## src/hw/mem_arb_config.svh

```systemverilog
// memory subsystem widths, memory depth and response latency.
`ifndef MEM_ARB_CONFIG_SVH
`define MEM_ARB_CONFIG_SVH

// byte address width.
`define ADDR_W 32

// one cache line, seen as bits and as 32-bit words.
`define LINE_W 256
`define LINE_WORDS 8

// physical memory size in lines.
`define PMEM_LINES 64

// cycles from strobe start to response pulse.
`define PMEM_LATENCY 4

`endif

```

## src/hw/mem_arb_pkg.sv

```systemverilog
// shared types for the cache line and the physical memory address.
`default_nettype none

`include "mem_arb_config.svh"

package mem_arb_pkg;

    ////////////////////
    // address and line types
    ////////////////////

    // line-aligned byte address.
    typedef logic [`ADDR_W-1:0] pmem_addr_t;

    // one line, flat or split into words.
    typedef union packed {
        logic [`LINE_W-1:0] bits;
        logic [`LINE_WORDS-1:0][31:0] words;
    } cache_line_u;

endpackage : mem_arb_pkg

`default_nettype wire

```

## src/hw/arbiter_datapath.sv

```systemverilog
// steers the granted request to memory and captures returned lines per port.
`default_nettype none
`timescale 1ns/1ps

module arbiter_datapath import mem_arb_pkg::*;
(
    input  logic        clk,
    input  logic        rst,
    input  logic        load_i_i,
    input  logic        load_d_i,
    input  logic        mem_resp_i_i,
    input  logic        mem_resp_d_i,
    input  pmem_addr_t  mem_addr_i_i,
    input  pmem_addr_t  mem_addr_d_i,
    input  cache_line_u mem_wdata_d_i,
    input  cache_line_u pmem_rdata_i,
    output pmem_addr_t  pmem_addr_o,
    output cache_line_u pmem_wdata_o,
    output cache_line_u mem_rdata_i_o,
    output cache_line_u mem_rdata_d_o
);

    // request mux.
    always_comb
    begin
        pmem_addr_o = '0;
        pmem_wdata_o = '0;
        if (load_i_i)
        begin
            pmem_addr_o = mem_addr_i_i;
        end
        else if (load_d_i)
        begin
            pmem_addr_o = mem_addr_d_i;
            pmem_wdata_o = mem_wdata_d_i;
        end
    end

    // read lines hold until the port's next response.
    always_ff @(posedge clk)
    begin
        if (rst)
        begin
            mem_rdata_i_o <= '0;
            mem_rdata_d_o <= '0;
        end
        else
        begin
            if (mem_resp_i_i && load_i_i)
            begin
                mem_rdata_i_o <= pmem_rdata_i;
            end
            if (mem_resp_d_i && load_d_i)
            begin
                mem_rdata_d_o <= pmem_rdata_i;
            end
        end
    end

    a_load_onehot0: assert property (@(posedge clk) disable iff (rst)
        $onehot0({load_i_i, load_d_i}));

endmodule : arbiter_datapath

`default_nettype wire

```

## config.mk

```make
export PLATFORM = sky130hd
export DESIGN_NAME = arbiter_datapath
export DESIGN_NICKNAME = d
export VERILOG_FILES = /design/src/hw/mem_arb_pkg.sv /design/src/hw/arbiter_datapath.sv
export VERILOG_INCLUDE_DIRS = /design/src /design/src/hw
export SDC_FILE = /design/constraint.sdc
export NUM_CORES = 1
export LEC_CHECK = 0
export ABC_AREA = 1
export BUFFER_PORTS_ARGS = -buffer_cell sky130_fd_sc_hd__buf_2
export CORE_AREA = 3 3 539 541
export CTS_CLUSTER_DIAMETER = 30
export DETAILED_ROUTE_END_ITERATION = 12
export DIE_AREA = 0 0 542 544
export GPL_TIMING_DRIVEN = 0
export REMOVE_ABC_BUFFERS = 1
export SYNTH_ARGS = -nofsm -noshare
export SYNTH_HDL_FRONTEND = slang
export SYNTH_SLANG_ARGS = --single-unit
```

## constraint.sdc

```tcl
create_clock -name clk -period 2.4 [get_ports clk]
set_input_delay 0.6 -clock clk [delete_from_list [all_inputs] [get_ports clk]]
set_output_delay 0.6 -clock clk [all_outputs]
set_load 0.005 [all_outputs]
```

==> flow_summary_export.csv <==
group,metric,value,unit
run_status,status,"finished, violations left",
run_status,violations,"negative setup slack",
logic_synthesis,ys_seq_area_frac,0.439,
logic_synthesis,async_flop_share,0,
logic_synthesis,yosys-top-cells-area,"dfxtp_1 (44%), nand2_1 (22%), nor2_1 (21%), inv_1 (8.2%), buf_2 (3.8%)",
detailed_routing,wire_per_inst,26.8,µm
cts,cts_buffers,153,
logic_synthesis,yosysTopAreaCell,"dfxtp_1",
floorplanning,die_y,544,µm
cts,numClockSinks,512,
placement,dp_hpwl,210,mm
logic_synthesis,postSynthAreaPerCell,5.96,µm²
logic_synthesis,muxShareOfSynthArea,0,
power_and_ir_drop,ir_drop,662,µV
floorplanning,die_w,542,µm
cts,clkTransAtPathRegs,0.04,ns
flow_run,max_cap_violations,0,
floorplanning,die-area,295000,µm²
floorplanning,core-area,285000,µm²
worst_setup_path,cp.required,1.80,ns
detailed_routing,wirelength,253,mm
placement,port-buffer-count,1381,
worst_setup_path,cp-start-kind,"input port",
detailed_routing,drtAntennaViolNets,0,
logic_synthesis,yosys.cell_types.count,11,
detailed_routing,drcViolationCount,0,
finish,postLayoutCellArea,41800,µm²
worst_setup_path,cp_data_arrival_time,1.81,ns
detailed_routing,first_pass_iters,6,
global_route,grt_overflow_total,0,
logic_synthesis,ys_warn_count,0,
timing,hold_viol_final,0,
logic_synthesis,synth_top_area_frac,0.439,
logic_synthesis,ys_ff_latch,512,
global_route,grt_pass1_wl,308,mm
timing,timing.hold.ws,0.0885,ns
power_and_ir_drop,p_per_area,809,nW/µm²
timing,fmax,416,MHz
logic_synthesis,synthAdderAreaFrac,0,
placement,dpl-instance-area,34400,µm²
power_and_ir_drop,p_leak,22.7,nW
cts,cts_tree,"built",
cts,cts-root-buf,"clkbuf_16",
logic_synthesis,synth-simple-area-share,0.429,
timing,fin_crit,2.41,ns
logic_synthesis,ys.flop_type,"dfxtp_1",
timing,slew_headroom,0.408,
timing,rsz0062_at_grt,"yes",
detailed_routing,drt-initial-drc-count,1974,
cts,htree_num_levels,4,
worst_setup_path,worstSetupEndpointType,"output pin",
finish,nets,5995,
placement,gp_congestion,0.915,
floorplanning,io_pins,1382,
global_route,antenna_found_initial,330,
worst_setup_path,ff2ff_setup_slack,1.66,ns
finish,syn_to_final_growth,79.1,%
timing,skew,0,ns
cts,clockBufferDepth,4,
logic_synthesis,synth-compound-area-share,0,
timing,worstMarginPinSlew,0.888,ns
floorplanning,start_util,0.0818,
logic_synthesis,yosys-top-cells-count,"nand2_1 (1345), nor2_1 (1280), inv_1 (513), dfxtp_1 (512), buf_2 (179)",
floorplanning,placementRows,196,
logic_synthesis,synth.cell_area,23400,µm²
detailed_routing,avgViaCountPerCell,3.22,
global_route,grt_start_max_net_pins,147,
logic_synthesis,synth_cells,3919,
cts,worstSkewPairLatency,0.81,ns
detailed_routing,vias,30400,
global_route,grt_pass1_vias,27600,
finish,layout-drive-gt1-share,0.304,
logic_synthesis,synth_top_family_by_area,"simple AND/OR/NAND/NOR gates",
min_path,hold_class,"in -> reg",
worst_setup_path,crit_type,"in -> out",
logic_synthesis,synth_edf_count,0,
logic_synthesis,yosysMostFrequentCell,"nand2_1",
global_route,grtUsageTotal,0.164,
timing,setup_viol,1,
logic_synthesis,synthXorXnorAreaFrac,0,
timing,slew_viol_final,0,
worst_setup_path,worstPathMaxFanout,34,
timing,timing.final.crit_share,1.00,
timing,final.setup.worst_slack,-0.00580,ns
-- cells in the final DEF (no fill, tap or decap), types with 11 or more instances in the layout --
master,netlist,routed
bufbuf_16,0,11
dfxtp_1,512,512
clkbuf_1,35,15
nor2_1,1280,1278
clkbuf_8,0,22
buf_2,179,1362
inv_1,513,512
nand2_1,1345,1343
dlygate4sd3_1,0,155
clkbuf_16,0,153
diode_2,0,134
buf_16,0,24
buf_4,13,14
clkinvlp_4,0,17
nand3_1,32,32
clkinv_2,0,40
-- cell families after synthesis --
kind of cell | after synthesis
buffers and inverters | 749
and+or+nand+nor | 2658
DFF | 512
-- state kept, by name, summed over array words and instances (netlist names) --
register and cells:
mem_rdata_d_o 256, mem_rdata_i_o 256
-- area by class of cell --
| cell class | instances | area (µm²) |
|---|---|---|
| diodes | 134 | 335 |
| clock buffers | 190 | 4190 |
| clock inverters | 77 | 803 |
| fillers | 33200 | 244000 |
| inverters | 514 | 1940 |
| multi-input cells | 2658 | 10100 |
| flip-flops and latches | 512 | 10200 |
| well taps | 3762 | 4710 |
| repair buffers | 1573 | 9560 |
| repair inverters | 1 | 7.51 |
-- timing repair --
item / in CTS / in global routing
setup buffers: 4 / 0
setup endpoints to repair: 256 / 9
resized for setup: 22 / 10
hold endpoints to repair: 258 / 0
gates cloned: 16 / 0
hold buffers: 155 / 0
-- worst max-delay path, stage by stage --
cell and delay (ns):
buf_16 0.18, bufbuf_16 0.37, nor2_1 0.14, buf_2 0.44
-- report_power, final --
part	internal (mW)	switching, mW	total (mW)
clock	13.3	6.36	19.7
sequential	9.13	0.271	9.40
combinational	1.79	2.97	4.76
-- final timing paths --
| check | startpoint | endpoint | depth (start not counted) |
|---|---|---|---|
| max reg2reg | mem_rdata_i_o[96] | mem_rdata_i_o[96] | 4 |
| min reg2reg | mem_rdata_i_o[112] | mem_rdata_i_o[112] | 4 |
| min | pmem_rdata_i[51] | mem_rdata_d_o[51] | 3 |
| max | load_i_i | pmem_wdata_o[15] | 4 |
-- per-stage QoR --
step	worst slack, ns	power, mW	setup TNS (ns)	util	instances
floorplan	-6.41	11.5	-2254.13	-	3684
global route	-0.00487	35.4	-0.00495	0.146	9392
global placement	-28.91	14.6	-	0.118	8827
detailed placement	-0.931	13.8	-308.72	0.120	8845
finish	-0.00580	33.8	-0.00580	0.147	9421
CTS	0.000229	34.5	0	0.145	9287
-- layer usage --
metal | GRT usage | vias to the layer above | routed length [µm]
met3 | 0.0589 | 862 | 21200
li1 | - | 14400 | -
met1 | 0.126 | 13300 | 68800
met5 | 0 | - | 1070
met4 | 0.143 | 148 | 25800
met2 | 0.320 | 1701 | 136000
Note: power is estimated with default switching activity, not from simulation.
