==> config.mk <==
export PLATFORM = sky130hd
export DESIGN_NAME = arbiter_control
export DESIGN_NICKNAME = d
export VERILOG_FILES = /design/src/hw/arbiter_control.sv
export SDC_FILE = /design/constraint.sdc
export NUM_CORES = 1
export LEC_CHECK = 0
export ABC_CLOCK_PERIOD_IN_PS = 1450
export BUFFER_PORTS_ARGS = -buffer_cell sky130_fd_sc_hd__clkbuf_2
export CORE_AREA = 4 4 41 43
export CTS_CLUSTER_DIAMETER = 40
export DETAILED_ROUTE_END_ITERATION = 6
export DIE_AREA = 0 0 45 47
export GPL_TIMING_DRIVEN = 1
export SKIP_LAST_GASP = 1
export SLEW_MARGIN = 20
export SYNTH_ARGS = -nofsm -noshare
export SYNTH_HDL_FRONTEND = slang
export SYNTH_SLANG_ARGS = --single-unit
==> constraint.sdc <==
create_clock -name clk -period 1.45 [get_ports clk]
set_clock_uncertainty 0.1 [all_clocks]
set_input_delay 0.29 -clock clk [delete_from_list [all_inputs] [get_ports clk]]
set_output_delay 0.29 -clock clk [all_outputs]
set_load 0.01 [all_outputs]
==> src/hw/arbiter_control.sv <==
// grant FSM that shares physical memory between instruction and data caches.
`default_nettype none
`timescale 1ns/1ps

module arbiter_control
(
    input  logic clk,
    input  logic rst,
    input  logic mem_read_i_i,
    input  logic mem_read_d_i,
    input  logic mem_write_d_i,
    input  logic pmem_resp_i,
    output logic pmem_read_o,
    output logic pmem_write_o,
    output logic mem_resp_i_o,
    output logic mem_resp_d_o,
    output logic load_i_o,
    output logic load_d_o
);

    typedef enum logic [1:0] {
        IDLE,
        I_CACHE,
        D_CACHE
    } state_t;

    state_t state;
    state_t next_state;
    logic d_pending;

    assign d_pending = mem_read_d_i || mem_write_d_i;

    ////////////////////
    // state outputs
    ////////////////////

    always_comb
    begin
        pmem_read_o = 1'b0;
        pmem_write_o = 1'b0;
        mem_resp_i_o = 1'b0;
        mem_resp_d_o = 1'b0;
        load_i_o = 1'b0;
        load_d_o = 1'b0;
        unique case (state)
            I_CACHE:
            begin
                load_i_o = 1'b1;
                pmem_read_o = mem_read_i_i;
                mem_resp_i_o = pmem_resp_i;
            end
            D_CACHE:
            begin
                load_d_o = 1'b1;
                pmem_read_o = mem_read_d_i;
                pmem_write_o = mem_write_d_i;
                mem_resp_d_o = pmem_resp_i;
            end
            default:
            begin
                // all strobes stay low in idle.
            end
        endcase
    end

    ////////////////////
    // next state
    ////////////////////

    always_comb
    begin
        next_state = state;
        unique case (state)
            IDLE:
            begin
                // instruction read wins a tie.
                if (mem_read_i_i)
                begin
                    next_state = I_CACHE;
                end
                else if (d_pending)
                begin
                    next_state = D_CACHE;
                end
            end
            I_CACHE:
            begin
                if (pmem_resp_i)
                begin
                    next_state = d_pending ? D_CACHE : IDLE;
                end
            end
            D_CACHE:
            begin
                if (pmem_resp_i)
                begin
                    next_state = mem_read_i_i ? I_CACHE : IDLE;
                end
            end
            default:
            begin
                next_state = IDLE;
            end
        endcase
    end

    always_ff @(posedge clk)
    begin
        if (rst)
        begin
            state <= IDLE;
        end
        else
        begin
            state <= next_state;
        end
    end

    // data cache must not read and write at once.
    a_no_rd_wr: assert property (@(posedge clk) disable iff (rst)
        !(pmem_read_o && pmem_write_o));

    // a response closes a grant that was already held.
    a_resp_i_granted: assert property (@(posedge clk) disable iff (rst)
        mem_resp_i_o |-> $past(load_i_o));

    a_resp_d_granted: assert property (@(posedge clk) disable iff (rst)
        mem_resp_d_o |-> $past(load_d_o));

endmodule : arbiter_control

`default_nettype wire

==> out/metrics.cfg, run 1 <==
[power_and_ir_drop]
peakVddDrop_v=0.000418
leakagePower_nw=0.212
total_power_uw=430
power.density_mw_per_mm2=895

[critical_path]
r2r_start=state[0]
reg2reg_slack_ns=0.01
end_kind=output port
rr_endpoint=state[0]
start_kind=flop
crit_slowest_cell=dfxtp_4
path_cells=inv_4, ha_4, a22oi_2, nor2b_1, buf_2
r2r_cells=6
required_ns=1.06
slowest_delay_ns=0.37
crit_fanout=4
crit_type=flop to output port
critical_path_arrival_ns=1.14

[cts]
cts_tree=yes
cts_sinks=2
holdBufCountCts=0
clk_pin_slew_ns=0.03
clk_latency_ns=0.22
cts_root_buffer=clkbuf_4
cts_htree_levels=1
numCtsBuffers=3
cts_max_path_buffers=2

[drt]
wl_met3_um=50
route.met2.wl_um=349
met1Wirelength_um=267
drtAntennaViolNets=0
drc_errors=0
highest_layer=met3
post_drt_wl_per_cell_um=11.1
firstDrtPassIters=1
drt-total-wl_um=667
viasPerCell=4.02
via_count=241
drtIter0Drc=0

[placement]
hpwl_um=485
io_buffers=11
place_congestion=0.684
dp.cells=55
placed_area_um2=357
place_ws_ns=0.0212

[floorplan]
die_y_um=47
dieArea_mm2=0.00212
core_mm2=0.00130
initial_core_util_pct=19.4
rows=13
num_io_pins=12
fp.dieW_um=45

[run_status]
violations=setup timing
status=finished, violations left

[synth]
syn_inst=25
synth_cell_types=15
seq_area_frac_synth_pct=15.8
syn_avg_cell_area_um2=10.1
synth_top_area_cell=ha_1
yosys.area.top_type_share_pct=29.7
syn_area_um2=253
ys_ff_latch=2
yosys_warnings=0
ys_top_cells_by_area=ha_1 (30%), dfxtp_1 (16%), and2_1 (7.4%)
synth_nets=37

[min_path]
holdPathStages=2
hold_path.class=primary input to flop
holdPathEnd=state[1]
min-delay-start=rst

[layout]
syn2layout_area_growth_pct=90.1
regMostFlops=state
largest_reg_flops=2
antennaDiodeCount=0
fin_util_pct=36.9
layout_top_registers=state (2)
finalInstanceArea_um2=480
final_nets=59
stdcell_count=60
drive_above_1_share_pct=75.6

[grt]
antenna_found_initial=0
grt_pass1_wl_mm=1.03
overflow=0
grt_pass1_vias=263
grt_start_max_net_pins=5
grt_usage_pct=6.93

[timing]
setup_viol=4
fin_crit_sh_pct=106
worst_slew_pin_slew_ns=0.211
drv_slew=0
rsz0062_at_grt=true
hold_slack_ns=0.214
tns_ns=-0.229
fmax_mhz=653
slew_headroom_pct=85.9
worst_slack_ns=-0.0810
hold_viol_final=0
layout_min_cycle_time_ns=1.53

[job]
cap_violations=0

## cell usage after synthesis (all sizes together)
| library cell | count |
|---|---|
| o21ba | 1 |
| nor2 | 2 |
| a21oi | 1 |
| ha | 6 |
| o32ai | 1 |
| inv | 2 |
| a22oi | 1 |
| o221ai | 1 |
| nand2b | 1 |
| mux2i | 1 |
| dfxtp | 2 |
| o211ai | 1 |
| and2 | 3 |
| nor2b | 2 |
## per-layer routing
layer  up-vias  global-route usage (%)
met3         0                    1.53
met5         -                       0
met1       103                    7.00
met2         8                    12.4
li1        130                       -
met4         0                    5.26
## cell usage in the layout (no fill, tap or decap), drive strengths merged
master / instances
nor2: 2
dfxtp: 2
a21oi: 1
clkbuf: 11
buf: 9
ha: 6
o221ai: 1
and2: 3
inv: 2
o32ai: 1
a22oi: 1
o211ai: 1
nor2b: 2
o21ba: 1
mux2i: 1
nand2b: 1
## area by class of cell
class / count / area, um^2
Clock buffer: 3 / 22.5
Fill cell: 144 / 821
Inverter: 2 / 12.5
Multi-Input combinational cell: 21 / 263
Sequential cell: 2 / 47.5
Tap cell: 15 / 18.8
Timing Repair Buffer: 17 / 116
## power breakdown
group / internal, mW / switching (mW) / leakage [nW]
clock: 0.0911 / 0.0294 / 0.0138
sequential: 0.0670 / 0.0158 / 0.0178
combinational: 0.127 / 0.0991 / 0.180
total: 0.285 / 0.144 / 0.212
## how the worst max path moves through the flow
stage | endpoint | slack (ns) | start | cells after the start
after CTS | pmem_read_o | -0.11 | state[1] | 5
after global routing | pmem_read_o | -0.13 | state[1] | 4
final | pmem_read_o | -0.08 | state[1] | 5
after global placement | pmem_read_o | 0.04 | state[0] | 5
after floorplan | state[0] | 0.05 | state[0] | 5
after detailed placement | pmem_read_o | 0.02 | state[1] | 5
## critical path: cells and delay by family, from the launching register on
kind / cells / cell delay [ns]
adders and majority gates: 1 / 0.16
DFF: 1 / 0.37
and+or+nand+nor: 1 / 0.06
AOI/OAI and AO/OA: 1 / 0.14
buffers and inverters: 2 / 0.19
## cells by family (layout without fill, tap and decap cells)
family / after synthesis / count (layout) / synth area share, %
and+or+nand+nor: 8 / 8 / 18.8
adders and majority gates: 6 / 6 / 29.7
AOI/OAI and AO/OA: 6 / 6 / 28.7
DFF: 2 / 2 / 15.8
buffers and inverters: 2 / 22 / 2.97
muxes: 1 / 1 / 3.96
## repair_timing
action / CTS / global route
gates resized for setup: 16 / 7
buffers inserted: 1 / 1
setup endpoints to repair: 6 / 7
pin swaps: 3 / 3
Power figures use the tool's default switching activity.
==> run 2, diff against run 1 <==
- ABC_CLOCK_PERIOD_IN_PS: 1450 -> 1300
- clock period: 1.45 -> 1.3 ns (I/O delays scaled with it)
==> out/metrics.cfg, run 2 (synthesis gave the netlist of run 1 again) <==
[timing]
tns_ns=-1.17
fin_crit_sh_pct=117
rsz0062_at_grt=true
setup_viol=7
worst_slew_pin_slew_ns=0.215
slew_headroom_pct=85.6
hold_slack_ns=0.181
worst_slack_ns=-0.218
drv_slew=0
layout_min_cycle_time_ns=1.52
hold_viol_final=0
fmax_mhz=659

[floorplan]
die_y_um=47
dieArea_mm2=0.00212
initial_core_util_pct=19.4
fp.dieW_um=45
num_io_pins=12
rows=13
core_mm2=0.00130

[layout]
finalInstanceArea_um2=484
mostFrequentLayoutCells=clkbuf_2 (9), buf_4 (5), ha_4 (4)
largest_reg_flops=2
drive_above_1_share_pct=73.9
layout_top_registers=state (2)
antennaDiodeCount=0
regMostFlops=state
mostFrequentLayoutCell=clkbuf_2
syn2layout_area_growth_pct=91.6
fillers=140
final_nets=59

[critical_path]
slowest_delay_ns=0.38
crit_slowest_cell=dfxtp_4
critPathBufInv=2
required_ns=0.94
rr_endpoint=state[1]
start_kind=flop
crit_fanout=4
r2r_start=state[1]
end_kind=output port
path_cells=inv_4, ha_4, a22oi_2, nor2b_1, clkbuf_2
r2r_cells=7
crit_type=flop to output port
reg2reg_slack_ns=-0.17
critical_path_arrival_ns=1.16
path_delay_family=flip-flops
path_depth=5

[run_status]
status=finished, violations left
violations=setup timing

[placement]
place_ws_ns=-0.0565
io_buffers=11
place_congestion=0.659
placed_area_um2=369

[min_path]
holdPathStages=2
min-delay-start=rst
holdPathEnd=state[1]
hold_path.class=primary input to flop

[drt]
drtAntennaViolNets=0
drtIter0Drc=2
post_drt_wl_per_cell_um=10.5
viasPerCell=4.07
firstDrtPassIters=2
drc_errors=0
via_count=248
drt-total-wl_um=640

[cts]
clk_latency_ns=0.23
numCtsBuffers=3
clk_pin_slew_ns=0.04
cts_root_buffer=clkbuf_4
cts_htree_levels=1
holdBufCountCts=0
cts_sinks=2
cts_tree=yes
cts_max_path_buffers=2

[power_and_ir_drop]
peakVddDrop_v=0.000512
total_power_uw=500
leakagePower_nw=0.211
power.density_mw_per_mm2=1030

[grt]
overflow=0
grt_start_max_net_pins=5
grt_usage_pct=7.18
antenna_found_initial=0
grt_pass1_wl_mm=1.06
grt_pass1_vias=263

[job]
cap_violations=0

## run 2: area by class of cell
type | count | area, um^2 | area share, %
inverter | 2 | 12.5 | 2.58
timing repair buffer | 17 | 116 | 24.0
sequential | 2 | 47.5 | 9.82
clock buffer | 4 | 26.3 | 5.43
tap | 15 | 18.8 | 3.88
multi-input combinational | 21 | 263 | 54.3
## run 2: how the worst max path moves through the flow
stage / startpoint / to / slack, ns
floorplan: state[0] / state[0] / 0.02
global placement: state[0] / state[1] / -0.007
detailed placement: state[1] / state[0] / -0.06
CTS: state[1] / pmem_read_o / -0.25
global route: state[1] / pmem_read_o / -0.29
finish: state[1] / pmem_read_o / -0.22
## run 2: per-layer routing
metal	global-route usage, %	part of all wire (%)
met1	7.24	40
met2	12.4	53
met3	3.45	6.9
met4	3.51	0
met5	0	0
## run 2: what timing repair did
item | CTS | global route
setup buffers | 0 | 3
setup endpoints to repair | 7 | 8
resized for setup | 9 | 5
pin swaps | 2 | 1
gates cloned | 0 | 0
## run 2: report_power, final
part	internal [mW]	switching, mW	leakage (nW)	total [mW]
sequential	0.0746	0.0187	0.0178	0.0933
combinational	0.142	0.109	0.178	0.251
clock	0.114	0.0415	0.0150	0.156
## run 2: stage by stage
step           instances  utilization (%)
2_1_floorplan         25                -
3_3_place_gp          54             28.4
3_5_place_dp          54             28.4
4_1_cts               58             34.2
5_1_grt               61             37.2
6_report              61             37.2
## run 2: worst register-to-register path: stages, from the launching register on
cell	delay, ns
dfxtp_4	0.38
inv_4	0.06
ha_4	0.16
buf_4	0.13
o21ba_4	0.22
a21oi_4	0.14
buf_6	0.11
o32ai_2	0.06
==> run 3, diff against run 2 <==
- CELL_PAD_IN_SITES_DETAIL_PLACEMENT: default -> 0
- CELL_PAD_IN_SITES_GLOBAL_PLACEMENT: default -> 1
- PLACE_DENSITY_LB_ADDON: default -> 0.1
==> out/metrics.cfg, run 3 (synthesis gave the netlist of run 1 again) <==
[cts]
cts_sinks=2
numCtsBuffers=3
cts_root_buffer=clkbuf_4
clk_latency_ns=0.23
cts_tree=yes
cts_max_path_buffers=2
clk_pin_slew_ns=0.03
cts_htree_levels=1

[drt]
via_count=247
drt-total-wl_um=645
drtIter0Drc=2
drtAntennaViolNets=0
drc_errors=0
post_drt_wl_per_cell_um=10.9
viasPerCell=4.19
firstDrtPassIters=2

[layout]
stdcell_count=59
regMostFlops=state
layout_top_registers=state (2)
largest_reg_flops=2
syn2layout_area_growth_pct=85.1
antennaDiodeCount=0
mostFrequentLayoutCell=clkbuf_2
drive_above_1_share_pct=75.0
mostFrequentLayoutCells=clkbuf_2 (8), ha_4 (4), buf_4 (4), clkbuf_4 (3)
finalInstanceArea_um2=468
final_nets=57

[power_and_ir_drop]
leakagePower_nw=0.203
power_frac_clock_pct=31.7
power.density_mw_per_mm2=1030
p_sw_uw=163
p_int_uw=318
combPwrFrac_pct=49.1
power.sequential.fraction_pct=19.1
total_power_uw=480
power_switching_share_pct=33.8
peakVddDrop_v=0.000426

[grt]
grt_use_met2_pct=12.7
antenna_found_initial=0
met1_usage_pct=6.77
grt_start_max_net_pins=5
grt.met3_usage_pct=3.45
grt_pass1_vias=252
grt_usage_pct=7.33
grt_pass1_wl_mm=1.04
grt-busiest-layer=met2
overflow=0

[timing]
fmax_mhz=661
slew_headroom_pct=86.4
worst_slack_ns=-0.213
hold_viol_final=0
drv_slew=0
worst_slew_pin_slew_ns=0.205
tns_ns=-1.04
rsz0062_at_grt=true
layout_min_cycle_time_ns=1.51
setup_viol=7
fin_crit_sh_pct=116

[placement]
place_ws_ns=-0.0481
dp.cells=54
placed_area_um2=369
place_congestion=0.648
hpwl_um=518
io_buffers=11

[floorplan]
initial_core_util_pct=19.4
dieArea_mm2=0.00212
die_y_um=47
rows=13
fp.dieW_um=45
num_io_pins=12
core_mm2=0.00130

[critical_path]
r2r_cells=6
critical_path_arrival_ns=1.15
crit_fanout=4
required_ns=0.94
crit_type=flop to output port
end_kind=output port
start_kind=flop

[min_path]
holdPathStages=2
hold_path.class=primary input to flop

[job]
cap_violations=0

[run_status]
violations=setup timing
status=finished, violations left

==> run 3: cell types whose count changed in the layout (fill, tap and decap cells not counted), sizes merged <==
cell    previous run  this run
buf                8         7
clkbuf            13        12
==> run 3: path summary, 6_finish.rpt <==
kind,from,endpoint,slack (ns)
max,state[1],pmem_read_o,-0.21
min,rst,state[1],0.18
max reg2reg,state[1],state[0],-0.14
min reg2reg,state[0],state[0],0.58
==> run 3: worst max-delay path: stages, from the launching register on <==
cell and delay, ns:
dfxtp_4 0.37, inv_4 0.06, ha_4 0.25, nor2b_1 0.11, buf_2 0.14
==> run 3: cell type report <==
| class | count | area, um^2 |
|---|---|---|
| clock buffers | 4 | 26.3 |
| fillers | 147 | 833 |
| inverters | 2 | 12.5 |
| multi-input cells | 21 | 265 |
| flip-flops and latches | 2 | 47.5 |
| well taps | 15 | 18.8 |
| repair buffers | 15 | 97.6 |
==> run 3: repair_timing <==
item | in CTS | in global routing
buffers inserted | 0 | 1
hold buffers | 0 | 0
setup endpoints to repair | 7 | 8
pin swaps | 2 | 2
endpoints found under the hold margin | 0 | 0
gates resized for setup | 9 | 6
==> run 3: metal layers <==
layer | share of wire, % | vias to the layer above
li1 | - | 128
met1 | 40 | 112
met2 | 52 | 7
met3 | 7.4 | 0
met4 | 0 | 0
met5 | 0 | -
==> run 3: power groups by stage <==
stage | clock [mW] | sequential [mW] | combinational, mW
global placement | 0 | 0.0888 | 0.187
global route | 0.176 | 0.0935 | 0.260
finish | 0.152 | 0.0919 | 0.236
CTS | 0.161 | 0.0932 | 0.218
floorplan | 0 | 0.0875 | 0.119
detailed placement | 0 | 0.0881 | 0.189
==> run 3: per-stage QoR <==
step | hold slack [ns] | utilization, %
finish | 0.183 | 36.0
global route | 0.173 | 36.0
CTS | 0.182 | 34.2
detailed placement | 0.411 | 28.4
global placement | 0.410 | 28.4
floorplan | 0.266 | -
